**src/hdl/aes_pkg.sv**
```systemverilog
`default_nettype none

package aes_pkg;

  typedef logic [7:0]  aes_byte_t;
  typedef logic [31:0] aes_word_t;

  // word 0 is the most significant word
  typedef aes_word_t [0:3] aes_key_t;

  // 128-bit block, byte 0 and column 0 sit in the top bits
  typedef union packed {
    aes_byte_t [0:15] b;  // byte view, shiftrows and output
    aes_word_t [0:3]  c;  // column view, mixcolumns and addroundkey
  } aes_state_u;

  localparam int AES_ROUNDS = 10;
  localparam int KS_WORDS   = 8;  // 16-bit words per block

  typedef logic [15:0] ks_word_t;

  typedef struct packed {
    aes_key_t     key;
    logic [127:0] block;  // nonce in the top 64 bits, counter below
    logic         run;
  } ctr_cfg_t;

  // round constants, entry 0 feeds round key 1
  localparam logic [0:9][7:0] RCON = {
    8'h01, 8'h02, 8'h04, 8'h08, 8'h10,
    8'h20, 8'h40, 8'h80, 8'h1b, 8'h36
  };

  // forward s-box, one row of the table per line
  localparam logic [0:255][7:0] SBOX = {
    128'h637c777bf26b6fc53001672bfed7ab76,
    128'hca82c97dfa5947f0add4a2af9ca472c0,
    128'hb7fd9326363ff7cc34a5e5f171d83115,
    128'h04c723c31896059a071280e2eb27b275,
    128'h09832c1a1b6e5aa0523bd6b329e32f84,
    128'h53d100ed20fcb15b6acbbe394a4c58cf,
    128'hd0efaafb434d338545f9027f503c9fa8,
    128'h51a3408f929d38f5bcb6da2110fff3d2,
    128'hcd0c13ec5f974417c4a77e3d645d1973,
    128'h60814fdc222a908846eeb814de5e0bdb,
    128'he0323a0a4906245cc2d3ac629195e479,
    128'he7c8376d8dd54ea96c56f4ea657aae08,
    128'hba78252e1ca6b4c6e8dd741f4bbd8b8a,
    128'h703eb5664803f60e613557b986c11d9e,
    128'he1f8981169d98e949b1e87e9ce5528df,
    128'h8ca1890dbfe6426841992d0fb054bb16
  };

  function automatic aes_byte_t sub_byte(aes_byte_t x);
    return SBOX[x];
  endfunction

endpackage

`default_nettype wire

```
**src/hdl/wb_pkg.sv**
```systemverilog
`default_nettype none

package wb_pkg;

  typedef struct packed {
    logic        cyc;
    logic        stb;
    logic        we;
    logic [5:0]  adr;  // byte address
    logic [31:0] dat_w;
  } wb_req_t;

  typedef struct packed {
    logic        ack;
    logic [31:0] dat_r;
  } wb_rsp_t;

  // register map, key0 holds the top key word
  localparam logic [5:0] REG_KEY0     = 6'h00;
  localparam logic [5:0] REG_KEY1     = 6'h04;
  localparam logic [5:0] REG_KEY2     = 6'h08;
  localparam logic [5:0] REG_KEY3     = 6'h0c;
  localparam logic [5:0] REG_NONCE_HI = 6'h10;
  localparam logic [5:0] REG_NONCE_LO = 6'h14;
  localparam logic [5:0] REG_CTR_HI   = 6'h18;
  localparam logic [5:0] REG_CTR_LO   = 6'h1c;
  localparam logic [5:0] REG_CTRL     = 6'h20;  // bit 0 run
  localparam logic [5:0] REG_STATUS   = 6'h24;  // bit 0 busy, read only

endpackage

`default_nettype wire

```
**src/hdl/ctr_regs.sv**
```systemverilog
`timescale 1ns/1ps
`default_nettype none

module ctr_regs (
  input  wire                     clk,
  input  wire                     rst,
  input  wire  wb_pkg::wb_req_t   wb_req,
  output wb_pkg::wb_rsp_t         wb_rsp,
  output aes_pkg::ctr_cfg_t       cfg,
  input  wire                     ctr_advance,
  input  wire                     busy
);
  import aes_pkg::*;
  import wb_pkg::*;

  aes_key_t    key_q;
  logic [63:0] nonce_q;
  logic [63:0] ctr_q;
  logic        run_q;
  logic        ack_q;
  logic [31:0] dat_r_q;
  logic        req;
  logic        wr;
  logic        ctr_wr;
  logic [31:0] rd_data;

  assign req    = wb_req.cyc & wb_req.stb & ~ack_q;  // no second ack while stb lingers
  assign wr     = req & wb_req.we;
  assign ctr_wr = wr & ((wb_req.adr == REG_CTR_HI) | (wb_req.adr == REG_CTR_LO));

  always_comb begin
    case (wb_req.adr)
      REG_KEY0, REG_KEY1, REG_KEY2, REG_KEY3: rd_data = key_q[wb_req.adr[3:2]];
      REG_NONCE_HI: rd_data = nonce_q[63:32];
      REG_NONCE_LO: rd_data = nonce_q[31:0];
      REG_CTR_HI:   rd_data = ctr_q[63:32];
      REG_CTR_LO:   rd_data = ctr_q[31:0];
      REG_CTRL:     rd_data = {31'd0, run_q};
      REG_STATUS:   rd_data = {31'd0, busy};
      default:      rd_data = 32'd0;  // unmapped
    endcase
  end

  always_ff @(posedge clk or posedge rst) begin
    if (rst) begin
      key_q   <= '0;
      nonce_q <= '0;
      ctr_q   <= '0;
      run_q   <= 1'b0;
      ack_q   <= 1'b0;
    end else begin
      ack_q <= req;
      if (ctr_advance && !ctr_wr)
        ctr_q <= ctr_q + 64'd1;  // full 64-bit carry wraps around
      if (wr) begin
        case (wb_req.adr)
          REG_KEY0, REG_KEY1, REG_KEY2, REG_KEY3: key_q[wb_req.adr[3:2]] <= wb_req.dat_w;
          REG_NONCE_HI: nonce_q[63:32] <= wb_req.dat_w;
          REG_NONCE_LO: nonce_q[31:0]  <= wb_req.dat_w;
          REG_CTR_HI:   ctr_q[63:32]   <= wb_req.dat_w;
          REG_CTR_LO:   ctr_q[31:0]    <= wb_req.dat_w;
          REG_CTRL:     run_q          <= wb_req.dat_w[0];
          default: ;
        endcase
      end
    end
  end

  always_ff @(posedge clk) begin
    if (req)
      dat_r_q <= rd_data;
  end

  assign wb_rsp.ack   = ack_q;
  assign wb_rsp.dat_r = dat_r_q;

  assign cfg.key   = key_q;
  assign cfg.block = {nonce_q, ctr_q};
  assign cfg.run   = run_q;

  // one ack per request and the master lets go of stb after it
  a_ack_single: assert property (@(posedge clk) disable iff (rst)
    ack_q |=> !ack_q && !wb_req.stb);

endmodule

`default_nettype wire

```
**config.mk**
```make
export PLATFORM = sky130hd
export DESIGN_NAME = ctr_regs
export DESIGN_NICKNAME = d
export VERILOG_FILES = /design/src/hdl/aes_pkg.sv /design/src/hdl/wb_pkg.sv /design/src/hdl/ctr_regs.sv
export SDC_FILE = /design/constraint.sdc
export NUM_CORES = 1
export LEC_CHECK = 0
export ABC_AREA = 1
export BUFFER_PORTS_ARGS = -buffer_cell sky130_fd_sc_hd__buf_4
export CAP_MARGIN = 20
export CELL_PAD_IN_SITES_DETAIL_PLACEMENT = 1
export CELL_PAD_IN_SITES_GLOBAL_PLACEMENT = 2
export CORE_UTILIZATION = 25
export DETAILED_ROUTE_END_ITERATION = 7
export PLACE_DENSITY_LB_ADDON = 0.1
export SYNTH_ARGS = -nofsm -noshare
export SYNTH_HDL_FRONTEND = slang
export SYNTH_SLANG_ARGS = --single-unit
```
**constraint.sdc**
```tcl
create_clock -name clk -period 9.8 [get_ports clk]
set_input_delay 0.49 -clock clk [delete_from_list [all_inputs] [get_ports clk]]
set_output_delay 0.49 -clock clk [all_outputs]
set_load 0.01 [all_outputs]
```
# Word level (Yosys, flattened, before mapping)
# Index checks and enable logic that the tools add are counted.
op_classes:
  n_eq_ne: 9
  mux: 11
  add_sub_neg: 1
  bitwise_logic: 7
  order_cmp: 2
  reduce_logical: 9
op_table:
  columns: ["op", "count"]
  rows:
  - ["$pmux W32 S7", 1]
  - ["$mux W32", 5]
  - ["$bwmux W128", 1]
  - ["$mux W64", 2]
  - ["$add A64 B1 Y64 const B", 1]
  - ["$bmux W32 S2", 1]
  - ["$demux W32 S2", 1]
  - ["$eq A6 B5 Y1 const B", 4]
  - ["$eq A6 B4 Y1 const B", 2]
  - ["$eq A6 B6 Y1 const B", 2]
  - ["$reduce_and A2 Y1", 4]
  - ["$eq A6 B3 Y1 const B", 1]
  - ["$logic_not A6 Y1", 1]
  - ["$and A1 B1 Y1", 4]
  - ["$reduce_or A4 Y1", 1]
  - ["$ge A3 B3 Y1 const B", 1]
  - ["$lt A3 B1 Y1 const B", 1]
  - ["$not A2 Y3", 1]
  - ["$logic_and A1 B1 Y1", 2]
  - ["$logic_not A1 Y1", 1]
  - ["$not A1 Y1", 1]
  - ["$or A1 B1 Y1", 1]
totals:
  inputBits: 45
  regBits: 290
  elab_cells: 49

# Longest topological paths before layout
# Gate-level depths: netlist of the first run.
depth:
  depth_word: 9
  depth_mapped: 12
  ltp_nobuf: 11

# Worst setup path before layout of the first run
# Ideal clock, no wire load.
synth_path:
  path_kind: "input-to-reg"
  startpoint: "in wb_req[35] in the netlist's numbering"
  endpoint: "reg dat_r_q[11] (data pin)"
  path_slack_ns: 8.063
  t_required_ns: 9.638
  path_stages: 7
  arrival_ns: 1.575
  path_cell_list: "buf_2 nor2_4 inv_1 nor2_2 clkbuf_1 a22oi_1 o2111ai_1"
synth_via:
  elab_chain_cells: 5
  word_cells_on_any_way: 16
  cone_classes: "eq/ne: 9; mux: 4; bitwise: 1; reduce/logical: 2"
synth_rtl:
  columns: ["item", "line_no", "source"]
  rows:
  - ["start, declared", "ctr_regs.sv:7", "input wire wb_pkg::wb_req_t wb_req,"]
  - ["$not A2 Y3 (not written as such)", "ctr_regs.sv:33", "REG_KEY0, REG_KEY1, REG_KEY2, REG_KEY3: rd_data = key_q[wb_req.adr[3:2]];"]
  - ["$bmux W32 S2", "ctr_regs.sv:33", null]
  - ["$mux W32 (not written as such) (2 in series)", "ctr_regs.sv:33", null]
  - ["$pmux W32 S7 *", "ctr_regs.sv:32", "case (wb_req.adr)"]
  - ["end signal, assigned", "ctr_regs.sv:71", "dat_r_q <= rd_data;"]
  - ["end, declared", "ctr_regs.sv:21", "logic [31:0] dat_r_q;"]
# Mark *: on every way between the ends. The rest lies on a longest branch, timed or not. The select of a mux whose other input is x is not followed.
# A chain may end at the register's enable or synchronous reset.

# Worst setup path in the final report of the first run
layout_path:
  startpoint: "reg ack_q"
  endpoint: "reg ctr_q[38]"
layout_via:
  elab_chain_cells: 9
layout_rtl:
  columns: ["item", "line_no", "source"]
  rows:
  - ["start, declared", "ctr_regs.sv:20", "logic ack_q;"]
  - ["start signal, assigned", "ctr_regs.sv:52", "ack_q <= req;"]
  - ["$not A1 Y1 *", "ctr_regs.sv:27", "assign req = wb_req.cyc & wb_req.stb & ~ack_q;"]
  - ["$and A1 B1 Y1 *", "ctr_regs.sv:27", null]
  - ["$and A1 B1 Y1 *", "ctr_regs.sv:28", "assign wr = req & wb_req.we;"]
  - ["$and A1 B1 Y1", "ctr_regs.sv:29", "assign ctr_wr = wr & ((wb_req.adr == REG_CTR_HI) | (wb_req.adr == REG_CTR_LO));"]
  - ["$logic_not A1 Y1", "ctr_regs.sv:53", "if (ctr_advance && !ctr_wr)"]
  - ["$logic_and A1 B1 Y1", "ctr_regs.sv:53", null]
  - ["$mux W64", "ctr_regs.sv:53", null]
  - ["$mux W32", "ctr_regs.sv:56", "case (wb_req.adr)"]
  - ["$mux W64 *", "ctr_regs.sv:55", "if (wr) begin"]
  - ["end signal, assigned", "ctr_regs.sv:54", "ctr_q <= ctr_q + 64'd1;"]
  - ["end signal, assigned", "ctr_regs.sv:60", "REG_CTR_HI: ctr_q[63:32] <= wb_req.dat_w;"]
  - ["end, declared", "ctr_regs.sv:18", "logic [63:0] ctr_q;"]
# Mark *: on every way between the ends. The rest lies on a longest branch, timed or not.

==> metrics.txt, run 1 <==
die width=241 um; fraction of final layout cells sized beyond drive strength 1=21.8%; full die area=0.0582 mm^2; Pwr Total=3.28 mW; pwr dens=173 mW/mm^2; CTS resizes=0; Worst path slowest cell=nor2_2; DRT Pass-1 Iters=5; Final Util=33.6%; Slew Limit Headroom=26.7%; critical path startpoint category=flip-flop; Critical Path Max Stage Delay=830 ps; ys flop type=dfrtp_1; Adder-Cell Fraction of Synth Area=0.0874%; min-delay worst type=in2async; flip-flop and latch area=0.00742 mm^2; number of max-cap violations=0; DP Cell Count=2826; top-count cell post-synth=nand2_1; outcome=finished clean; max frequency=0.394 GHz; area post-placement=0.0176 mm^2; clk sinks=290; nets@finish=2158; Peak supply drop=102 uV; Finished Cell Area=0.0190 mm^2; Remaining DRCs=0; EDFF count, synth=32; WS Path Type=reg2reg; DR WL met3=3570 um; Routed met2 length=33300 um; Setup WS pre-CTS=6590 ps; I/O Buffers=334; Starting Density=25.3%; Routed Antenna Nets=0; Synth area leader=dfrtp_1; # setup viols final=0; flops & latches, synth=290; Final Hold Vio Count=0; minimum clock period after layout=2540 ps; CTS Buffer Depth=3; CP Data Required Time=10240 ps; Detail Placement HPWL=53700 um; vias per cell=4.88; Simple-Gate Fraction of Synth Area=27.6%; via count=14145; CTS tree=built; final hold slack=106 ps; area share of the leading cell type in the synthesized netlist=45.1%; synth cell count leaders=nand2_1, dfrtp_1, o21ai_0, nor2_1, inv_1; initial DRC count=971; Die Height=241 um; Reg2Reg Depth=9; Post-Synth XOR/XNOR Area=1.71%; total number of yosys warnings=0; fill cell count=6699; Final Cycle Share=25.9%; largest net degree at the start of global routing=144; syn_nets=1842; clock latency at the later pin of the worst-skew pair=560 ps; hold buffer count at cts=0; area of the multi-input gates=0.00606 mm^2; site row count=87; Syn-to-layout area delta=32.5%; Avg Cell Area, Syn=7.97 um^2; M1 wire length=33900 um; post-synthesis sequential area ratio=51.8%; RePlAce Congestion=0.908; Worst-path clk slew=60 ps; Worst-Margin Slew=1100 ps; Area contributors post-synth=dfrtp_1, nand2_1, edfxtp_1; vias in the first global route=14246; mux cell area share after synthesis=0%; total gr overflow=0; DR top layer=met4; initial antenna violation count=0; Final TNS setup=0 ps; critical path cell sequence=inv_1 > nand4_4 > nor2_1 > nor2_2 > nand2_1 > nor2_1 > nand3_1 > nand2_1 > a21oi_1; first-pass GRT wire length=102000 um; max-slew violation count=0; post-CTS setup buffers=0; # IOs=335; Clock Skew=12.9 ps; main combinational cell family by area after synthesis=simple AND/OR/NAND/NOR gates; CTS Buf Count=38; Routed WL per cell=24.9 um; Netlist cell types=37; Post-Layout Cell Count=2898; Synth Area in Compound Gates=12.9%; Root Buffer=clkbuf_16; Setup crit end kind=flip-flop; GRT Total Usage=24.7%; core area=0.0565 mm^2; slack of the critical path=7260 ps; Post-Synthesis Cells=1796; final WL=72000 um; Static Leak=9.03 nW; unrepaired setup endpoints after global routing=false; Post-Syn Area=0.0143 mm^2; Crit Path Max Fanout=20; Arr. time, crit path=2970 ps; H-tree depth=2; FFs w/ async S/R, synth=89.0%
==> state kept, by name, summed over array words and instances, names as in the netlist <==
name     flops
cfg        128
run_q        1
ack_q        1
dat_r_q     32
ctr_q       64
nonce_q     64
==> placed cells by master, fill, tap and decap left out, types with 13 or more instances in the layout <==
| master | n |
|---|---|
| dfrtp_1 | 258 |
| o21ai_1 | 49 |
| nand4_1 | 58 |
| a22oi_1 | 49 |
| xor2_1 | 13 |
| a21oi_1 | 32 |
| xnor2_1 | 15 |
| o2111ai_1 | 13 |
| nand2_1 | 622 |
| clkbuf_16 | 40 |
| nor2_1 | 129 |
| buf_4 | 352 |
| edfxtp_1 | 32 |
| nor2_2 | 22 |
| nand3_1 | 70 |
| o21ai_0 | 171 |
| inv_1 | 124 |
==> path summary, 6_finish.rpt <==
path / slack [ps] / start / to
max: 7260 / ack_q / ctr_q[38]
min: 110 / rst / cfg[197]
max reg2reg: 7260 / ack_q / ctr_q[38]
min reg2reg: 510 / nonce_q[50] / nonce_q[50]
max in group asynchronous: 8290 / rst / ctr_q[52]
min in group clk: 160 / wb_req[27] / ctr_q[27]
==> report_power, final <==
| group | total, mW | leakage (nW) | internal, mW | switching (mW) |
|---|---|---|---|---|
| Sequential | 1.39 | 3.71 | 1.28 | 0.110 |
| Clock | 1.48 | 0.648 | 0.896 | 0.586 |
| Combinational | 0.411 | 4.67 | 0.157 | 0.254 |
==> logic make-up (layout without fill, tap and decap cells) <==
family | count (synthesis) | after routing
buffers and inverters | 213 | 558
AOI/OAI and AO/OA | 326 | 326
other | 0 | 1
DFF | 290 | 290
xor gates and xnor gates | 28 | 28
and+or+nand+nor | 938 | 938
adders and majority gates | 1 | 1
==> routing by layer <==
metal	track usage, %	up-vias
met3	4.15	68
met2	39.1	306
met5	0	-
li1	-	6555
met1	35.1	7216
met4	5.50	0
==> worst max-delay path, delay by kind of cell (launching register included) <==
kind | cells | cell delay, ps
AND/OR/NAND/NOR | 7 | 1910
AO/OA/AOI/OAI | 1 | 80
flip-flops | 1 | 340
buffers and inverters | 1 | 80
==> cell type report <==
cell class	instances	area share, %
timing repair buffer	355	14.3
clock buffer	57	6.09
antenna	1	0.0132
clock inverter	12	0.825
tap	756	4.99
multi-input combinational	1293	32.0
sequential	290	39.1
inverter	134	2.69
Note: power is estimated with default switching activity, not from simulation.
==> run 2: changes to the inputs <==
- clock period: 9.8 -> 2.52 ns (I/O delays scaled with it)
==> metrics.txt, run 2 (same netlist as run 1, synthesis figures left out) <==
outcome=finished clean; site row count=87; clock latency at the later pin of the worst-skew pair=560 ps; nets@finish=2232; Root Buffer=clkbuf_16; number of max-cap violations=0; Starting Density=25.3%; fraction of final layout cells sized beyond drive strength 1=22.4%; initial DRC count=1131; Setup crit end kind=flip-flop; critical path startpoint category=flip-flop; DRT Pass-1 Iters=5; Final Hold Vio Count=0; Arr. time, crit path=2730 ps; sw frac=29.1%; combinational share of power=14.1%; largest net degree at the start of global routing=75; # IOs=335; vias per cell=4.89; RePlAce Congestion=0.884; max-slew violation count=0; commonest cells after routing, fill and taps aside=nand2_1, buf_4, dfrtp_1; fill cell count=6740; CTS Buf Count=38; Slew Limit Headroom=36.1%; max reg flops=128; Critical Path Max Stage Delay=570 ps; GRT Total Usage=25.7%; Reg power frac=43.1%; Peak supply drop=361 uV; I/O Buffers=334; Routed WL per cell=25.2 um; Clk pwr share=42.9%; critical path cell sequence=nand2_1 > nor2_2 > nand3_1 > nor2_2 > nand2_1 > nor2_2 > nand2_1 > nand2_1 > nand2_1 > a21oi_1; Syn-to-layout area delta=36.1%; Reg2Reg Depth=10; stages on the worst setup path=10; slack of the critical path=263 ps; most common cell after layout, fill and taps aside=nand2_1; Clock Skew=13.7 ps; CP dominant cell by count=nand2_1; Die Height=241 um; via count=14517; initial antenna violation count=1; Final Cycle Share=89.6%; Worst-Margin Slew=950 ps; min-delay worst type=in2reg; die width=241 um; CP delay by family, top=simple AND/OR/NAND/NOR gates; Register-to-Register Setup Slack=260 ps; minimum clock period after layout=2260 ps; Worst path slowest cell=dfrtp_1; Remaining DRCs=0; internal power=8.80 mW; Buf+Inv Stages, Crit Path=0; core area=0.0565 mm^2; Detail Placement HPWL=57200 um; unrepaired setup endpoints after global routing=false; Routed Antenna Nets=0; clk sinks=290; max frequency=0.443 GHz; Static Leak=9.27 nW; pwr dens=638 mW/mm^2; first-pass GRT wire length=107000 um; H-tree depth=2; vias in the first global route=14567; Final Util=34.5%; Crit Path Max Fanout=6; Worst-path clk slew=60 ps; final WL=74800 um; CTS Buffer Depth=3; post-CTS setup buffers=0; Setup WS pre-CTS=150 ps; total gr overflow=0; # setup viols final=0; WS Path Type=reg2reg; CTS tree=built; hold-critical path depth=5; CP Data Required Time=3000 ps; full die area=0.0582 mm^2; final hold slack=114 ps; Sw Pwr=3.62 mW
run 2: changes by cell type in the layout (fill, tap and decap cells not counted), sizes merged:
| cell | before | now |
|---|---|---|
| dlygate4sd3 | 0 | 35 |
| buf | 355 | 394 |
| clkinvlp | 0 | 2 |
| bufinv | 3 | 2 |
| clkinv | 11 | 6 |
| inv | 132 | 133 |
| clkbuf | 57 | 55 |
run 2: metrics by stage:
stage / setup TNS [ps] / instance area, um^2 / std cells / total power [mW]
global route: 0 / 19500 / 2966 / 13.0
detailed placement: 0 / 18000 / 2867 / 7.15
floorplan: -259440 / 14300 / 1796 / 6.08
finish: 0 / 19500 / 2967 / 12.4
CTS: 0 / 19500 / 2966 / 12.6
global placement: 0 / 18000 / 2867 / 7.13
run 2: power groups by stage:
stage	sequential (mW)	combinational, mW	clock (mW)
floorplan	5.42	0.656	0
global placement	5.42	1.71	0
detailed placement	5.43	1.72	0
CTS	5.35	1.77	5.50
global route	5.38	1.92	5.65
finish	5.35	1.75	5.33
run 2: worst paths after layout:
kind / start / to
setup / recovery: ctr_q[17] / ctr_q[63]
hold / removal: wb_req[39] / ctr_q[33]
setup reg to reg: ctr_q[17] / ctr_q[63]
hold reg to reg: cfg[227] / cfg[227]
max in group asynchronous: rst / ctr_q[49]
min in group asynchronous: rst / cfg[133]
run 2: metal layers:
| metal | GRT usage (%) | part of all wire [%] |
|---|---|---|
| met4 | 5.81 | 2.0 |
| met5 | 0 | 0 |
| met3 | 4.67 | 5.8 |
| met1 | 37.3 | 47 |
| met2 | 39.5 | 45 |
run 2: timing repair:
item | in CTS | in global routing
endpoints found under the hold margin | 99 | 0
hold buffers | 35 | 0
gates resized for setup | 0 | 1
endpoints found under the setup margin | 0 | 1
run 2: tightest hold or removal path, cell delays in order:
cell and delay (ps):
buf_4 130, nand4_4 180, nor2_4 90, nand2_1 50, nand2_1 50
run 2: final cells by class:
| type | count | area [um^2] | area share [%] |
|---|---|---|---|
| diodes | 1 | 2.50 | 0.0128 |
| clock buffers | 55 | 1070 | 5.47 |
| clock inverters | 9 | 104 | 0.533 |
| inverters | 134 | 507 | 2.60 |
| multi-input cells | 1293 | 6060 | 31.1 |
| flip-flops and latches | 290 | 7420 | 38.1 |
| well taps | 756 | 946 | 4.86 |
| repair buffers | 429 | 3370 | 17.3 |
==> run 3: changes to the inputs <==
- CORE_UTILIZATION: 25 -> 30
- TNS_END_PERCENT: not set -> 1
==> metrics.txt, run 3 (same netlist as run 1, synthesis figures left out) <==
GRT Total Usage=29.1%; Critical R2R Launch=ctr_q[38]; clk sinks=290; sw frac=29.8%; Die Height=220 um; Syn-to-layout area delta=34.3%; Crit. Startpoint=ctr_q[38]; max-slew violation count=0; CTS Buffer Depth=3; hold-critical path depth=4; min-delay worst type=in2reg; vias in the first global route=14580; initial antenna violation count=1; Final Cycle Share=90.1%; Reg power frac=43.7%; unrepaired setup endpoints after global routing=false; Starting Density=30.6%; max frequency=0.440 GHz; final hold slack=33.4 ps; Final TNS setup=0 ps; Sw Pwr=3.66 mW; CP Data Required Time=3010 ps; Post-Layout Cell Count=2812; Arr. time, crit path=2760 ps; fill cell count=5621; CTS tree=built; full die area=0.0486 mm^2; largest net degree at the start of global routing=103; fraction of final layout cells sized beyond drive strength 1=22.3%; initial DRC count=1102; Final Hold Vio Count=0; DRT Pass-1 Iters=7; most common cell after layout, fill and taps aside=nand2_1; core area=0.0468 mm^2; # IOs=335; Slew Limit Headroom=31.6%; Remaining DRCs=28; Detail Placement HPWL=53700 um; DP Cell Count=2709; Register-to-Register Setup Slack=250 ps; vias per cell=5.21; # setup viols final=0; Setup WS pre-CTS=272 ps; outcome=complete, but fails checks; I/O Buffers=334; nets@finish=2221; commonest cells after routing, fill and taps aside=nand2_1, buf_4, dfrtp_1; WS Path Type=reg2reg; final WL=70700 um; Peak supply drop=455 uV; Crit Path Max Fanout=7; CTS Buf Count=37; die width=220 um; RePlAce Congestion=0.932; Routed WL per cell=25.1 um; hold path start=wb_req[32]; post-CTS setup buffers=0; first-pass GRT wire length=101000 um; Worst-Margin Slew=1020 ps; max reg flops=128; Setup crit end kind=flip-flop; minimum clock period after layout=2270 ps; Static Leak=9.23 nW; critical path startpoint category=flip-flop; pwr dens=640 mW/mm^2; total gr overflow=0; clock latency at the later pin of the worst-skew pair=570 ps; Clk pwr share=42.3%; number of max-cap violations=0; combinational share of power=14.0%; Root Buffer=clkbuf_16; internal power=8.63 mW; Reg2Reg Depth=10; slack of the critical path=250 ps; WHS Endpoint=run_q; H-tree depth=2; RR Endpoint=ctr_q[55]; failing checks=design-rule violations; site row count=79; via count=14663; Worst-path clk slew=60 ps; Pwr Total=12.3 mW; Clock Skew=12.5 ps; Routed Antenna Nets=0
==> run 3: cell types whose count changed in the layout (fill, tap and decap cells not counted), sizes merged <==
cell | previous run | this run
buf | 394 | 386
inv | 133 | 134
clkinv | 6 | 7
clkinvlp | 2 | 4
dlygate4sd3 | 35 | 33
bufinv | 2 | 0
diode | 1 | 3
==> run 3: worst max-delay path, cell delays in order, from the launching register on <==
cell and delay [ps]:
dfrtp_1 690, nand2_1 190, nor2_1 200, nand2_1 100, nor2_1 220, nand2_1 90
nor2_1 350, nand2_1 90, nand2_1 70, nand2_1 50, a21oi_1 130
==> run 3: per-layer routing <==
layer  vias up  routed length (um)  track usage (%)
met1      7465               31900             40.4
met4         2                1900             8.94
li1       6678                   -                -
met3        87                4780             6.30
met5         -                  13                0
met2       431               32100             45.0
==> run 3: repair_timing <==
item / CTS / global route
hold buffers: 33 / 0
hold endpoints to repair: 251 / 0
gates resized for setup: 0 / 0
==> run 3: power groups by stage <==
stage	Clock (mW)	Combinational (mW)	Sequential, mW
2_1_floorplan	0	0.656	5.42
4_1_cts	5.30	1.73	5.37
6_report	5.20	1.72	5.37
3_5_place_dp	0	1.68	5.45
5_1_grt	5.47	1.87	5.41
3_3_place_gp	0	1.66	5.44
==> run 3: how the worst max path moves through the flow <==
stage,endpoint,slack (ps),cells past startpoint
after floorplan,ack_q,-1010,1
after global placement,ctr_q[55],290,9
after detailed placement,ctr_q[55],270,9
after CTS,ctr_q[55],260,9
after global routing,ctr_q[55],80,10
final,ctr_q[55],250,10
==> run 3: cell type report <==
type                    count  area (um^2)  share of cell area (%)
clock inverters            11         85.1                   0.443
repair buffers            419         3300                    17.2
multi-input cells        1293         6060                    31.5
clock buffers              55         1070                    5.59
flip-flops and latches    290         7420                    38.6
inverters                 134          507                    2.64
diodes                      3         7.51                  0.0391
well taps                 607          759                    3.95
==> run 3: through the flow <==
stage	area (um^2)	util [%]
final	19200	41.1
after global routing	19200	41.1
after CTS	19200	41.0
after detailed placement	17700	37.9
after global placement	17700	37.9
after floorplan	14300	-
