--- src/hdl/aes_pkg.sv ---
`default_nettype none

package aes_pkg;

  typedef logic [7:0]  aes_byte_t;
  typedef logic [31:0] aes_word_t;

  // word 0 is the most significant word
  typedef aes_word_t [0:3] aes_key_t;

  // 128-bit block, byte 0 and column 0 sit in the top bits
  typedef union packed {
    aes_byte_t [0:15] b;  // byte view, shiftrows and output
    aes_word_t [0:3]  c;  // column view, mixcolumns and addroundkey
  } aes_state_u;

  localparam int AES_ROUNDS = 10;
  localparam int KS_WORDS   = 8;  // 16-bit words per block

  typedef logic [15:0] ks_word_t;

  typedef struct packed {
    aes_key_t     key;
    logic [127:0] block;  // nonce in the top 64 bits, counter below
    logic         run;
  } ctr_cfg_t;

  // round constants, entry 0 feeds round key 1
  localparam logic [0:9][7:0] RCON = {
    8'h01, 8'h02, 8'h04, 8'h08, 8'h10,
    8'h20, 8'h40, 8'h80, 8'h1b, 8'h36
  };

  // forward s-box, one row of the table per line
  localparam logic [0:255][7:0] SBOX = {
    128'h637c777bf26b6fc53001672bfed7ab76,
    128'hca82c97dfa5947f0add4a2af9ca472c0,
    128'hb7fd9326363ff7cc34a5e5f171d83115,
    128'h04c723c31896059a071280e2eb27b275,
    128'h09832c1a1b6e5aa0523bd6b329e32f84,
    128'h53d100ed20fcb15b6acbbe394a4c58cf,
    128'hd0efaafb434d338545f9027f503c9fa8,
    128'h51a3408f929d38f5bcb6da2110fff3d2,
    128'hcd0c13ec5f974417c4a77e3d645d1973,
    128'h60814fdc222a908846eeb814de5e0bdb,
    128'he0323a0a4906245cc2d3ac629195e479,
    128'he7c8376d8dd54ea96c56f4ea657aae08,
    128'hba78252e1ca6b4c6e8dd741f4bbd8b8a,
    128'h703eb5664803f60e613557b986c11d9e,
    128'he1f8981169d98e949b1e87e9ce5528df,
    128'h8ca1890dbfe6426841992d0fb054bb16
  };

  function automatic aes_byte_t sub_byte(aes_byte_t x);
    return SBOX[x];
  endfunction

endpackage

`default_nettype wire

--- src/hdl/keystream_out.sv ---
`timescale 1ns/1ps
`default_nettype none

module keystream_out (
  input  wire                     clk,
  input  wire                     rst,
  input  wire aes_pkg::aes_state_u blk,
  input  wire                     blk_valid,
  output logic                    blk_taken,
  output aes_pkg::ks_word_t       ks_word,
  output logic                    ks_valid,
  input  wire                     ks_ready
);
  import aes_pkg::*;

  aes_state_u blk_q;
  logic       full_q;
  logic [2:0] idx_q;  // next word to send

  assign blk_taken = blk_valid & ~full_q;
  assign ks_valid  = full_q;

  // byte pair 2i, 2i+1, top word first
  assign ks_word = {blk_q.b[{idx_q, 1'b0}], blk_q.b[{idx_q, 1'b1}]};

  always_ff @(posedge clk or posedge rst) begin
    if (rst) begin
      full_q <= 1'b0;
      idx_q  <= 3'd0;
    end else if (blk_taken) begin
      full_q <= 1'b1;
      idx_q  <= 3'd0;
    end else if (ks_valid && ks_ready) begin
      idx_q <= idx_q + 3'd1;
      if (idx_q == 3'(KS_WORDS - 1))
        full_q <= 1'b0;  // last word accepted
    end
  end

  always_ff @(posedge clk) begin
    if (blk_taken)
      blk_q <= blk;
  end

  a_word_hold: assert property (@(posedge clk) disable iff (rst)
    ks_valid && !ks_ready |=> ks_valid && $stable(ks_word));

endmodule

`default_nettype wire

--- config.mk ---
export PLATFORM = sky130hd
export DESIGN_NAME = keystream_out
export DESIGN_NICKNAME = d
export VERILOG_FILES = /design/src/hdl/aes_pkg.sv /design/src/hdl/keystream_out.sv
export SDC_FILE = /design/constraint.sdc
export NUM_CORES = 1
export LEC_CHECK = 0
export BUFFER_PORTS_ARGS = -buffer_cell sky130_fd_sc_hd__buf_2
export CORE_MARGIN = 4
export CORE_UTILIZATION = 30
export DETAILED_ROUTE_END_ITERATION = 8
export GPL_ROUTABILITY_DRIVEN = 0
export GPL_TIMING_DRIVEN = 1
export PLACE_DENSITY = 0.61
export REMOVE_ABC_BUFFERS = 1
export SYNTH_ARGS = -nofsm -noshare
export SYNTH_HDL_FRONTEND = slang
export SYNTH_SLANG_ARGS = --single-unit
--- constraint.sdc ---
create_clock -name clk -period 19.9 [get_ports clk]
set_clock_uncertainty 0.05 [all_clocks]
set_input_delay 0.995 -clock clk [delete_from_list [all_inputs] [get_ports clk]]
set_output_delay 0.995 -clock clk [all_outputs]
set_load 0.02 [all_outputs]
== After elaboration in Yosys (flattened, before gate mapping) ==
Cells that the tools add are included.

* Output and inout port bits: 18
* Flip-flop bits (word level): 132
* Bits of input ports: 132

* $lt $le $gt $ge: 2
* Equality and inequality tests: 1
* Mux-type cells: 11
* Bitwise logic cells: 4
* Reductions and logical operators: 4
* Add/sub/neg operators: 1

{| class="wikitable"
|+ Operator list
! cell !! number
|-
| binary-select mux 8 bit (select 4 bit) || 2
|-
| two-way mux 8 bit || 4
|-
| >= comparator 5 bit, second input constant || 2
|-
| NOT 4 -> 5 bit || 2
|-
| two-way mux 3 bit || 2
|-
| nonzero test 2 bit || 2
|-
| adder 3 x 1 -> 3 bit, second input constant || 1
|-
| == test 3 bit, second input constant || 1
|-
| two-way mux 1 bit || 3
|-
| AND reduction 2 bit || 1
|-
| bitwise AND 1 bit || 1
|-
| logical AND 1 bit || 1
|-
| NOT 1 bit || 1
|}

== Depth between registers and ports, before layout ==
Gate-level depths: netlist of run 1.

* Word-level depth: 4
* Gate-level depth with buffers: 4

== Worst setup path after synthesis of run 1 ==
Ideal clock, no wire load.

* Kind: input to output
* From: input blk_valid
* To: output blk_taken
* Stages: 1
* Arrival time: 6794 ps
* Setup slack: 12061 ps
* Cell sequence: nor2b_1

* Longest elaborated chain between the ends: 1

{| class="wikitable"
|+ RTL lines
! item !! line !! RTL
|-
| start: declaration || keystream_out.sv:8 || <nowiki>input wire blk_valid,</nowiki>
|-
| bitwise AND 1 bit || keystream_out.sv:20 || <nowiki>assign blk_taken = blk_valid & ~full_q;</nowiki>
|-
| end: declaration || keystream_out.sv:9 || <nowiki>output logic blk_taken,</nowiki>
|}

No other way between the ends.

== Final worst setup path of run 1 ==
* From: register idx_q[0]
* To: output ks_word[12]

* Longest elaborated chain between the ends: 4

{| class="wikitable"
|+ RTL lines
! item !! line !! RTL
|-
| start: declaration || keystream_out.sv:18 || <nowiki>logic [2:0] idx_q;</nowiki>
|-
| start signal: assignment || keystream_out.sv:34 || <nowiki>idx_q <= idx_q + 3'd1;</nowiki>
|-
| NOT 4 -> 5 bit (not written as such) || keystream_out.sv:24 || <nowiki>assign ks_word = {blk_q.b[{idx_q, 1'b0}], blk_q.b[{idx_q, 1'b1}]};</nowiki>
|-
| binary-select mux 8 bit (select 4 bit) || keystream_out.sv:24 ||
|-
| two-way mux 8 bit (not written as such) (2 in series) || keystream_out.sv:24 ||
|-
| end: declaration || keystream_out.sv:10 || <nowiki>output aes_pkg::ks_word_t ks_word,</nowiki>
|}

No other way between the ends. The select of a mux whose other input is x is not followed.

==> metrics.log, run 1 <==
[metrics] status: finished clean
[metrics] Detail Route Antenna Nets: 0
[metrics] class of the most critical setup path: reg -> out
[metrics] Yosys top cell by area: sky130_fd_sc_hd__edfxtp_1
[metrics] CP max stage cell: sky130_fd_sc_hd__dfrtp_2
[metrics] top area cells in the synthesized netlist: sky130_fd_sc_hd__edfxtp_1 (75%), sky130_fd_sc_hd__mux4_1 (15%), sky130_fd_sc_hd__mux2_2 (3.5%), sky130_fd_sc_hd__dfrtp_1 (2.0%), sky130_fd_sc_hd__mux4_2 (1.3%)
[metrics] count of endpoints failing setup in the final report: 0
[metrics] post-layout min period: 3.645 ns
[metrics] data required time at the worst endpoint: about 19 ns
[metrics] clock tree from TritonCTS: built
[metrics] synthesized cell area: between 0.005 and 0.006 sq mm
[metrics] post-CTS setup-driven buffer insertion count: 0
[metrics] placement row count: 47
[metrics] violation count after the first detailed-routing iteration: between 100 and 150
[metrics] Pwr Density: 122.6 mW/mm^2
[metrics] share of the synthesized area in the top cell type: about three quarters
[metrics] layout cells sized above 1: a little over half
[metrics] placed wire-length estimate after detailed placement: 6.932 mm
[metrics] Final WS setup: roughly 16 ns
[metrics] clock insertion delay at the later pin of the skew report: 0.40 ns
[metrics] via count: between 2000 and 3000
[metrics] global-route wire length before repair: between 15 and 20 mm
[metrics] Worst slew margin: between 30% and 40%
[metrics] combined global-route utilization of all metal layers: approximately a tenth
[metrics] flop-to-flop setup slack: roughly 17 ns
[metrics] max_cap viols: 0
[metrics] CTS resizes: 0
[metrics] number of top-level pins: 150
[metrics] Post-synth EDFFs: roughly 130
[metrics] sequential area share after synthesis: between 70% and 80%
[metrics] Sum Neg Setup Slack: 0 ns
[metrics] Synthesis Warnings: 0
[metrics] endpoint of the worst-slack reg-to-reg timing path: blk_q[98]
[metrics] number of iterations in the first detailed-routing pass: 4
[metrics] number of remaining DRC errors: 0
[metrics] width of the die: 138.8 um
[metrics] CTS clock-pin slew for the worst setup and hold paths: approximately 0.050 ns
[metrics] area overhead of the layout relative to synthesis: 29.91%
[metrics] final-report max-slew violation count: 0
[metrics] kind of path behind the tightest hold check: in -> async
[metrics] Synth Flop Type: sky130_fd_sc_hd__edfxtp_1
[metrics] CTS Root Cell: sky130_fd_sc_hd__clkbuf_16
[metrics] register bit total from synthesis: between 100 and 150
[metrics] H-Tree Depth: 4
[metrics] total core area: 0.01670 sq mm
[metrics] Synth Instances: 201
[metrics] maximum number of pins on one net before global-route repair: just under 70
[metrics] final hold violation count: 0
[metrics] Routed WL per cell: between 15 and 20 um
[metrics] initial antenna violation count: 1
[metrics] TritonCTS Buffers: 17
[metrics] mean number of vias per cell: between 4 and 5
[metrics] Critical Path Fanout Max: 35
[metrics] Reg2Reg Launch Point: ks_valid
[metrics] Final period util: 18.32%
[metrics] initial core utilization: a little under a third
[metrics] post-layout net count: between 400 and 500
[metrics] Worst Reg-to-Reg Cells: 3
[metrics] total wirelength of the detailed-routed design: between 10 and 15 mm
[metrics] Sinks on Clock Net: ~130
[metrics] pre-CTS WS: 16.66 ns
[metrics] Hold Buf Count CTS: 0
[metrics] critical-path cell list: mux4_1 > mux2_2 > buf_2
[metrics] aggregate global routing overflow: 0
[metrics] syn_area_per_cell: approximately 26 sq um
[metrics] P_leak: about 2.5 nW
[metrics] Cell variety after synth: 19
[metrics] Max Root-Sink Buffers: 2
[metrics] type of element launching the critical path: register
[metrics] type of element capturing the critical path: output port
[metrics] worst voltage drop across the vdd grid: about 0.000059 V
[metrics] share of flip-flops with an asynchronous set or reset after synthesis: 3.030%
[metrics] core utilization of the finished layout: 39.92%
[metrics] CP max stage delay: a little over 1 ns
[metrics] maximum frequency from static timing analysis: between 0.2 and 0.3 GHz
[metrics] signal arrival time at the worst endpoint: approximately 2.6 ns
[metrics] setup repair after global routing missed its margin: no
[metrics] die footprint: just under 0.02 sq mm
[metrics] slew at the pin closest to its max-slew limit: 1.047 ns
[metrics] number of global-route vias before repair: between 2000 and 3000
[metrics] count of buffers inserted at the top-level ports: 149
[metrics] die height: between 100 and 150 um
==> worst max-delay path by stage <==
stage / from / depth (start not counted) / to
final: idx_q[0] / 3 / ks_word[12]
after global routing: idx_q[0] / 3 / ks_word[2]
after CTS: idx_q[0] / 3 / ks_word[12]
after detailed placement: idx_q[0] / 3 / ks_word[12]
after global placement: idx_q[0] / 3 / ks_word[12]
after floorplan: blk_valid / 1 / blk_taken
==> cell usage after synthesis (2+ instances only) <==
library cell,count
sky130_fd_sc_hd__mux2_2,16
sky130_fd_sc_hd__a32o_1,2
sky130_fd_sc_hd__buf_2,4
sky130_fd_sc_hd__mux4_2,3
sky130_fd_sc_hd__edfxtp_1,128
sky130_fd_sc_hd__buf_6,2
sky130_fd_sc_hd__ha_1,2
sky130_fd_sc_hd__mux4_1,29
sky130_fd_sc_hd__dfrtp_1,4
sky130_fd_sc_hd__clkbuf_1,2
==> layer usage <==
| layer | share of wire, % | track usage [%] |
|---|---|---|
| met5 | 0.13 | 0 |
| met4 | 0.90 | 3.399 |
| met3 | 6.5 | 5.241 |
| met2 | 51 | 17.49 |
| met1 | 41 | 12.34 |
==> metrics by stage <==
stage               instances  area, sq um  hold WS, ns  total power, mW
global route              593         6665       0.4058           0.8551
detailed placement        562         6093       0.6385           0.5292
CTS                       593         6665       0.3935           0.8344
finish                    594         6668       0.4191           0.8177
floorplan                 191         5047       0.6343           0.4681
global placement          562         6093       0.5866           0.5263
==> layout by cell type (no fill, tap or decap), types with 3 or more instances in the layout <==
cell                          n
sky130_fd_sc_hd__clkbuf_16   17
sky130_fd_sc_hd__edfxtp_1   128
sky130_fd_sc_hd__mux4_1      29
sky130_fd_sc_hd__clkinv_1     4
sky130_fd_sc_hd__buf_2      149
sky130_fd_sc_hd__bufinv_16    3
sky130_fd_sc_hd__mux2_2      16
sky130_fd_sc_hd__mux4_2       3
==> state kept, by name, summed over array words and instances (netlist names) <==
register	count
blk_q	128
idx_q	3
ks_valid	1
==> cells by family (layout without fill, tap and decap cells) <==
group,Yosys count,count (layout),synth area share (%)
DFF,132,132,76.84
muxes,49,49,19.87
buffers and inverters,11,183,1.731
AOI/OAI and AO/OA,4,4,0.6827
and+or+nand+nor,3,3,0.3901
adders and majority gates,2,2,0.4875
other,0,1,0
==> layout make-up <==
type                    instances  area (sq um)
well taps                     220         275.3
repair buffers                151         760.7
multi-input cells              58          1107
clock inverters                12         138.9
fillers                      1531         10030
flip-flops and latches        132          3946
diodes                          1         2.502
inverters                       1         3.754
clock buffers                  19         432.9
==> report_power, final <==
group	total, mW	internal, mW	switching (mW)	leakage (nW)
Combinational	0.156	0.0897	0.0661	1.02
Clock	0.300	0.194	0.106	0.273
Sequential	0.362	0.325	0.0373	1.20
Total	0.818	0.608	0.209	2.49
==> critical path, delay by kind of cell (launching register included) <==
family,cells,cell delay (ns)
flops,1,1.03
mux,2,0.95
buf+inv,1,0.17
No activity file was read; power rests on OpenSTA's default activity.
==> run 2: changes to the inputs <==
clock period = 3.6 ns   (was 19.9 ns; I/O delays follow)
==> metrics.log, run 2 <==
[metrics] share of the synthesized area in the top cell type: 74.89% (unchanged)
[metrics] Cell variety after synth: 19 (unchanged)
[metrics] Sinks on Clock Net: 132 (unchanged)
[metrics] CTS resizes: 0 (unchanged)
[metrics] sequential area share after synthesis: 76.84% (unchanged)
[metrics] status: did not finish
[metrics] number of placed instances, taps included: 563 (+0.18%)
[metrics] Post-synth EDFFs: 128 (unchanged)
[metrics] H-Tree Depth: 4 (unchanged)
[metrics] Synth Flop Type: sky130_fd_sc_hd__edfxtp_1
[metrics] register bit total from synthesis: 132 (unchanged)
[metrics] syn_area_per_cell: 25.53 sq um (unchanged)
[metrics] Hold Buf Count CTS: 120 (+120)
[metrics] top area cells in the synthesized netlist: sky130_fd_sc_hd__edfxtp_1 (75%), sky130_fd_sc_hd__mux4_1 (15%), sky130_fd_sc_hd__mux2_2 (3.5%), sky130_fd_sc_hd__dfrtp_1 (2.0%), sky130_fd_sc_hd__mux4_2 (1.3%)
[metrics] die height: 138.8 um (unchanged)
[metrics] Yosys top cell by area: sky130_fd_sc_hd__edfxtp_1
[metrics] Synthesis Warnings: 0 (unchanged)
[metrics] CTS Root Cell: sky130_fd_sc_hd__clkbuf_16
[metrics] Log Error: [ERROR RSZ-0060] Max buffer count reached.
[metrics] number of top-level pins: 150 (unchanged)
[metrics] share of flip-flops with an asynchronous set or reset after synthesis: 3.030% (unchanged)
[metrics] TritonCTS Buffers: 17 (unchanged)
[metrics] synthesized cell area: 0.005132 sq mm (unchanged)
[metrics] Synth Instances: 201 (unchanged)
[metrics] width of the die: 138.8 um (unchanged)
[metrics] stage at which the flow ended: clock tree synthesis (4_1_cts)
[metrics] count of buffers inserted at the top-level ports: 149 (unchanged)
[metrics] placement row count: 47 (unchanged)
[metrics] most frequent cells after synthesis: sky130_fd_sc_hd__edfxtp_1 (128), sky130_fd_sc_hd__mux4_1 (29), sky130_fd_sc_hd__mux2_2 (16), sky130_fd_sc_hd__buf_2 (4), sky130_fd_sc_hd__dfrtp_1 (4)
[metrics] post-CTS setup-driven buffer insertion count: 0 (unchanged)
[metrics] placed wire-length estimate after detailed placement: 6.801 mm (-1.9%)
[metrics] initial core utilization: 30.73% (unchanged)
[metrics] most used standard cell by instance count after synthesis: sky130_fd_sc_hd__edfxtp_1
[metrics] Max Root-Sink Buffers: 2 (unchanged)
-- run 2: cell counts after synthesis --
Identical to the previous run, type by type.
-- run 2: cell families after synthesis --
logic type,Yosys count,share of synthesized area (%)
compound gates,4,0.6827
fa+ha+maj,2,0.4875
buf+inv,11,1.731
flops,132,76.84
mux,49,19.87
simple gates,3,0.3901
-- run 2: per-stage QoR --
stage | instance area [sq um] | setup WS (ns)
3_3_place_gp | 6113 | 1.391
2_1_floorplan | 5047 | -3.498
3_5_place_dp | 6113 | 1.325
==> run 3: changes to the inputs <==
CORE_UTILIZATION = 20   (was 30)
PLACE_DENSITY = default   (was 0.61)
PLACE_DENSITY_LB_ADDON = 0.15   (was default)
==> metrics.log, run 3 (synthesis gave the netlist of run 1 again) <==
[metrics] total core area: 0.02518 sq mm
[metrics] endpoint of the worst-slack reg-to-reg timing path: ks_valid
[metrics] Reg2Reg Launch Point: idx_q[1]
[metrics] count of endpoints failing setup in the final report: 0
[metrics] width of the die: 168.2 um (+21%)
[metrics] die height: 168.2 um (+21%)
[metrics] Detail Route Antenna Nets: 0
[metrics] post-CTS setup-driven buffer insertion count: 0 (unchanged)
[metrics] maximum frequency from static timing analysis: around 0.37 GHz
[metrics] CTS resizes: 0 (unchanged)
[metrics] signal arrival time at the worst endpoint: ~2.5 ns
[metrics] total wirelength of the detailed-routed design: about 13 mm
[metrics] final total power: between 5 and 6 mW
[metrics] number of iterations in the first detailed-routing pass: 4
[metrics] sw frac: between 20% and 30%
[metrics] Cell Count, Final, Fillers Out: about 840
[metrics] CP max stage delay: 0.73 ns
[metrics] Net Sw Power: around 1.3 mW
[metrics] pre-CTS WS: 1.240 ns (-0.08505 ns)
[metrics] class of the most critical setup path: reg -> out
[metrics] type of element capturing the critical path: output port
[metrics] Max Root-Sink Buffers: 2 (unchanged)
[metrics] via count: between 3000 and 4000
[metrics] Worst Reg-to-Reg Cells: 5
[metrics] Gate power share: 21.6%
[metrics] aggregate global routing overflow: 0
[metrics] Critical Path Fanout Max: 21
[metrics] most common library cell in the layout ignoring fill and taps: sky130_fd_sc_hd__buf_2
[metrics] Routed WL per cell: about 15 um
[metrics] global-route wire length before repair: approximately 19 mm
[metrics] Final WS setup: between 0.9 and 1 ns
[metrics] maximum number of pins on one net before global-route repair: 70
[metrics] final hold violation count: 0
[metrics] largest reg by FF count: blk_q
[metrics] P_leak: a little over 3 nW
[metrics] status: finished clean
[metrics] placed wire-length estimate after detailed placement: 7.769 mm (+14%)
[metrics] commonest non-fill, non-tap cells in the layout: sky130_fd_sc_hd__buf_2 (149), sky130_fd_sc_hd__dlygate4sd3_1 (131), sky130_fd_sc_hd__edfxtp_1 (128)
[metrics] kind of path behind the tightest hold check: in -> async
[metrics] number of global-route vias before repair: about 3600
[metrics] TritonCTS Buffers: 17 (unchanged)
[metrics] number of flip-flops under the largest register name: 128
[metrics] data required time at the worst endpoint: roughly 3.4 ns
[metrics] mean number of vias per cell: between 3 and 4
[metrics] violation count after the first detailed-routing iteration: approximately 130
[metrics] post-layout min period: 2.699 ns
[metrics] CTS Root Cell: sky130_fd_sc_hd__clkbuf_16
[metrics] Worst slew margin: about two fifths
[metrics] Sinks on Clock Net: 132 (unchanged)
[metrics] Hold Buf Count CTS: 131 (+9.2%)
[metrics] count of buffers inserted at the top-level ports: 149 (unchanged)
[metrics] sequential share of power: between 30% and 40%
[metrics] clock tree from TritonCTS: built
[metrics] post-layout net count: between 600 and 700
[metrics] setup repair after global routing missed its margin: no
[metrics] design internal power: 3.771 mW
[metrics] critical-path cell list: buf_12 > mux4_1 > mux2_2 > buf_2
[metrics] clock insertion delay at the later pin of the skew report: roughly 0.40 ns
[metrics] number of placed instances, taps included: 674 (+20%)
[metrics] die footprint: approximately 0.028 sq mm
[metrics] number of remaining DRC errors: 0
[metrics] combined global-route utilization of all metal layers: a little under a tenth
[metrics] count of antenna diodes in the layout: 0
[metrics] placement row count: 58 (+23%)
[metrics] number of top-level pins: 150 (unchanged)
[metrics] part of the total power dissipated in the clock network: 39.9%
[metrics] CP max stage cell: sky130_fd_sc_hd__dfrtp_2
[metrics] CTS clock-pin slew for the worst setup and hold paths: 0.06 ns
[metrics] capturing instance or port of the critical path: ks_word[5]
[metrics] type of element launching the critical path: register
[metrics] layout cells sized above 1: between 40 and 50%
[metrics] Final period util: between 70% and 80%
[metrics] max_cap viols: 0
[metrics] worst voltage drop across the vdd grid: ~0.00027 V
[metrics] Pwr Density: ~610 mW/mm^2
[metrics] slew at the pin closest to its max-slew limit: about 0.89 ns
[metrics] H-Tree Depth: 4 (unchanged)
[metrics] initial core utilization: 20.38% (-10 points)
[metrics] final-report max-slew violation count: 0
[metrics] beginning of the critical path: idx_q[0]
[metrics] initial antenna violation count: 0
[metrics] flop-to-flop setup slack: approximately 1.4 ns
[metrics] area overhead of the layout relative to synthesis: 60.85%
[metrics] Sum Neg Setup Slack: 0 ns
run 3: worst max-delay path: cells and delay by family (launching register included):
| family | cells | cell delay [ns] |
|---|---|---|
| multiplexers | 2 | 0.89 |
| flip-flops | 1 | 0.73 |
| buffers and inverters | 2 | 0.44 |
run 3: cell type report:
cell class                      count  area [sq um]
Timing Repair Buffer              284          2100
Inverter                            1         3.754
Fill cell                        2425         16930
Multi-Input combinational cell     58          1107
Tap cell                          330         412.9
Sequential cell                   132          3946
Clock buffer                       17         425.4
Clock inverter                     15         260.3
run 3: power by group through the flow:
stage / clock network [mW] / registers [mW] / logic [mW]
after global routing: 2.15 / 1.97 / 1.18
after detailed placement: 0 / 2.00 / 1.00
after global placement: 0 / 1.99 / 0.997
final: 2.01 / 1.95 / 1.09
after floorplan: 0 / 1.97 / 0.621
after CTS: 2.09 / 1.97 / 1.12
run 3: layer usage:
metal  routed length (um)  track usage [%]  vias up
met5                    0                0        -
met4                  113            2.964        0
met3                  724            3.217        7
met2                 6742            16.16       96
met1                 4945            10.17     1527
li1                     -                -     1476
run 3: worst min-delay path by stage:
stage	from	to	slack (ns)	cells past startpoint
after floorplan	rst	idx_q[0]	-0.10	1
after global placement	rst	idx_q[1]	0.04	2
after detailed placement	rst	idx_q[1]	0.04	2
after CTS	rst	idx_q[1]	0.14	3
after global routing	rst	idx_q[1]	0.16	3
final	rst	idx_q[1]	0.16	3
run 3: stage by stage:
stage	utilization [%]	hold slack, ns	cell area (sq um)
after detailed placement	24.85	0.03754	6259
after floorplan	-	-0.1039	5047
after global placement	24.85	0.03521	6259
final	32.78	0.1628	8255
after CTS	32.78	0.1449	8255
after global routing	32.78	0.1552	8255
==> run 4: changes to the inputs <==
clock period = 2.63 ns   (was 3.6 ns; I/O delays follow)
==> metrics.log, run 4 (synthesis gave the netlist of run 1 again) <==
[metrics] status: finished clean
[metrics] Sum Neg Setup Slack: 0 ns (unchanged)
[metrics] kind of path behind the tightest hold check: in -> async
[metrics] clock tree from TritonCTS: built
[metrics] total core area: 0.02518 sq mm (unchanged)
[metrics] area overhead of the layout relative to synthesis: 60.34%
[metrics] combined global-route utilization of all metal layers: 9.057% (-0.036 points)
[metrics] sequential share of power: 39.0% (+0.4 points)
[metrics] layout cells sized above 1: 41.60% (+0.77 points)
[metrics] number of global-route vias before repair: 3445 (-4.2%)
[metrics] setup repair after global routing missed its margin: no
[metrics] violation count after the first detailed-routing iteration: 94 (-29%)
[metrics] multi-input logic area: 0.001107 sq mm (unchanged)
[metrics] largest reg by FF count: blk_q
[metrics] aggregate global routing overflow: 0 (unchanged)
[metrics] capturing instance or port of the critical path: ks_word[11]
[metrics] post-layout instance area: 0.008229 sq mm (-0.32%)
[metrics] placement row count: 58 (unchanged)
[metrics] Sinks on Clock Net: 132 (unchanged)
[metrics] Reg area: 0.003949 sq mm (about the same)
[metrics] count of endpoints failing setup in the final report: 0 (unchanged)
[metrics] data required time at the worst endpoint: 2.45 ns (-0.92 ns)
[metrics] Worst Reg-to-Reg Cells: 4 (-1)
[metrics] type of element launching the critical path: register
[metrics] type of element capturing the critical path: output port
[metrics] P_leak: 3.083 nW (-0.65%)
[metrics] post-layout net count: 633 (+0.80%)
[metrics] number of flip-flops under the largest register name: 128 (unchanged)
[metrics] H-Tree Depth: 4 (unchanged)
[metrics] total wirelength of the detailed-routed design: 12.53 mm (about the same)
[metrics] Pwr Density: 796.5 mW/mm^2 (+30%)
[metrics] Routed WL per cell: 14.88 um (-0.55%)
[metrics] class of the most critical setup path: reg -> out
[metrics] final hold violation count: 0 (unchanged)
[metrics] Reg2Reg Launch Point: idx_q[1]
[metrics] number of remaining DRC errors: 0 (unchanged)
[metrics] Detail Route Antenna Nets: 0 (unchanged)
[metrics] part of the total power dissipated in the clock network: 35.5% (-4.4 points)
[metrics] initial antenna violation count: 0 (unchanged)
[metrics] initial core utilization: 20.38% (unchanged)
[metrics] width of the die: 168.2 um (unchanged)
[metrics] maximum frequency from static timing analysis: ~0.43 GHz
[metrics] die height: 168.2 um (unchanged)
[metrics] number of top-level pins: 150 (unchanged)
[metrics] design internal power: 4.756 mW (+26%)
[metrics] mean number of vias per cell: 3.721 (+0.27%)
[metrics] Final period util: between 80% and 90%
[metrics] post-layout min period: around 2.3 ns
[metrics] Max Root-Sink Buffers: 2 (unchanged)
[metrics] global-route wire length before repair: 19.28 mm (-0.32%)
[metrics] worst voltage drop across the vdd grid: 0.0003011 V (+10%)
[metrics] area post-placement: 0.006311 sq mm (+0.84%)
[metrics] TritonCTS Buffers: 17 (unchanged)
[metrics] max_cap viols: 0 (unchanged)
[metrics] beginning of the critical path: idx_q[0]
[metrics] via count: 3133 (+0.87%)
[metrics] maximum number of pins on one net before global-route repair: 72 (+2.9%)
[metrics] Worst slew margin: 51.87% (+11 points)
[metrics] most common library cell in the layout ignoring fill and taps: sky130_fd_sc_hd__buf_2
[metrics] clock insertion delay at the later pin of the skew report: 0.41 ns (about the same)
[metrics] Gate power share: 25.5% (+3.9 points)
[metrics] Final WS setup: 0.3241 ns (-0.5771 ns)
[metrics] CTS Root Cell: sky130_fd_sc_hd__clkbuf_16
[metrics] placed wire-length estimate after detailed placement: 7.897 mm (+1.6%)
[metrics] count of antenna diodes in the layout: 0 (unchanged)
[metrics] FILL cells: 2462 (+1.5%)
[metrics] number of iterations in the first detailed-routing pass: 4 (unchanged)
[metrics] count of buffers inserted at the top-level ports: 149 (unchanged)
[metrics] Net Sw Power: 1.798 mW (+41%)
[metrics] endpoint of the worst-slack reg-to-reg timing path: ks_valid
[metrics] flop-to-flop setup slack: 0.59 ns (-0.85 ns)
[metrics] die footprint: 0.02829 sq mm (unchanged)
[metrics] commonest non-fill, non-tap cells in the layout: sky130_fd_sc_hd__buf_2 (149), sky130_fd_sc_hd__dlygate4sd3_1 (131), sky130_fd_sc_hd__edfxtp_1 (128)
[metrics] slew at the pin closest to its max-slew limit: 0.7220 ns (-0.1697 ns)
[metrics] pre-CTS WS: 0.3675 ns (-0.8721 ns)
[metrics] sw frac: 27.44% (+2.1 points)
[metrics] final total power: 6.554 mW (+30%)
[metrics] Critical Path Fanout Max: 20 (-4.8%)
[metrics] final-report max-slew violation count: 0 (unchanged)
[metrics] CTS clock-pin slew for the worst setup and hold paths: 0.06 ns (about the same)
[metrics] signal arrival time at the worst endpoint: 2.12 ns (-0.35 ns)
## run 4: cell types whose count changed in the layout (fill, tap and decap cells not counted)
cell	previous run	this run
sky130_fd_sc_hd__buf_4	3	5
sky130_fd_sc_hd__bufinv_16	7	2
sky130_fd_sc_hd__inv_6	0	3
sky130_fd_sc_hd__buf_12	1	4
sky130_fd_sc_hd__dfrtp_4	0	1
sky130_fd_sc_hd__clkinv_1	2	1
sky130_fd_sc_hd__dfrtp_2	2	1
sky130_fd_sc_hd__clkinvlp_4	2	4
sky130_fd_sc_hd__clkinv_4	2	3
## run 4: layer usage
| metal | vias to the layer above | share of wire (%) | GRT usage, % |
|---|---|---|---|
| li1 | 1490 | - | - |
| met5 | - | 0 | 0 |
| met3 | 11 | 4.9 | 2.794 |
| met1 | 1536 | 42 | 10.74 |
| met2 | 96 | 52 | 15.57 |
| met4 | 0 | 1.5 | 3.211 |
## run 4: final cells by class
| class | count | area share (%) |
|---|---|---|
| Timing Repair Buffer | 289 | 26.43 |
| Tap cell | 330 | 5.017 |
| Sequential cell | 132 | 47.99 |
| Clock buffer | 17 | 5.170 |
| Multi-Input combinational cell | 58 | 13.46 |
| Inverter | 1 | 0.04561 |
| Clock inverter | 15 | 1.901 |
## run 4: worst min path at each step
stage / from / to / cells after the start
2_1_floorplan: rst / idx_q[0] / 1
3_3_place_gp: rst / ks_valid / 2
3_5_place_dp: rst / ks_valid / 2
4_1_cts: rst / idx_q[2] / 3
5_1_grt: rst / idx_q[2] / 3
6_report: rst / idx_q[2] / 3
## run 4: critical path, cell delays in order, from the launching register on
cell	delay, ns
sky130_fd_sc_hd__dfrtp_4	0.47
sky130_fd_sc_hd__buf_12	0.21
sky130_fd_sc_hd__mux4_1	0.58
sky130_fd_sc_hd__mux2_2	0.28
sky130_fd_sc_hd__buf_2	0.16
## run 4: what timing repair did
item | 4_1_cts | 5_1_grt
hold buffers | 131 | 0
buffers inserted | 0 | 3
gates cloned | 0 | 0
endpoints found under the hold margin | 135 | 0
gates resized for setup | 1 | 0
setup endpoints to repair | 9 | 4
## run 4: power groups by stage
stage / Clock, mW / Combinational [mW] / Sequential, mW
global route: 2.51 / 1.82 / 2.58
finish: 2.33 / 1.67 / 2.56
detailed placement: 0 / 1.50 / 2.65
global placement: 0 / 1.48 / 2.65
floorplan: 0 / 0.850 / 2.69
CTS: 2.42 / 1.66 / 2.61
## run 4: through the flow
stage	std cells	hold slack, ns	utilization (%)
after floorplan	191	-0.1524	-
after global placement	676	-0.01238	25.06
after detailed placement	676	-0.01316	25.06
after CTS	839	0.09537	32.59
after global routing	842	0.1173	32.68
final	842	0.1230	32.68
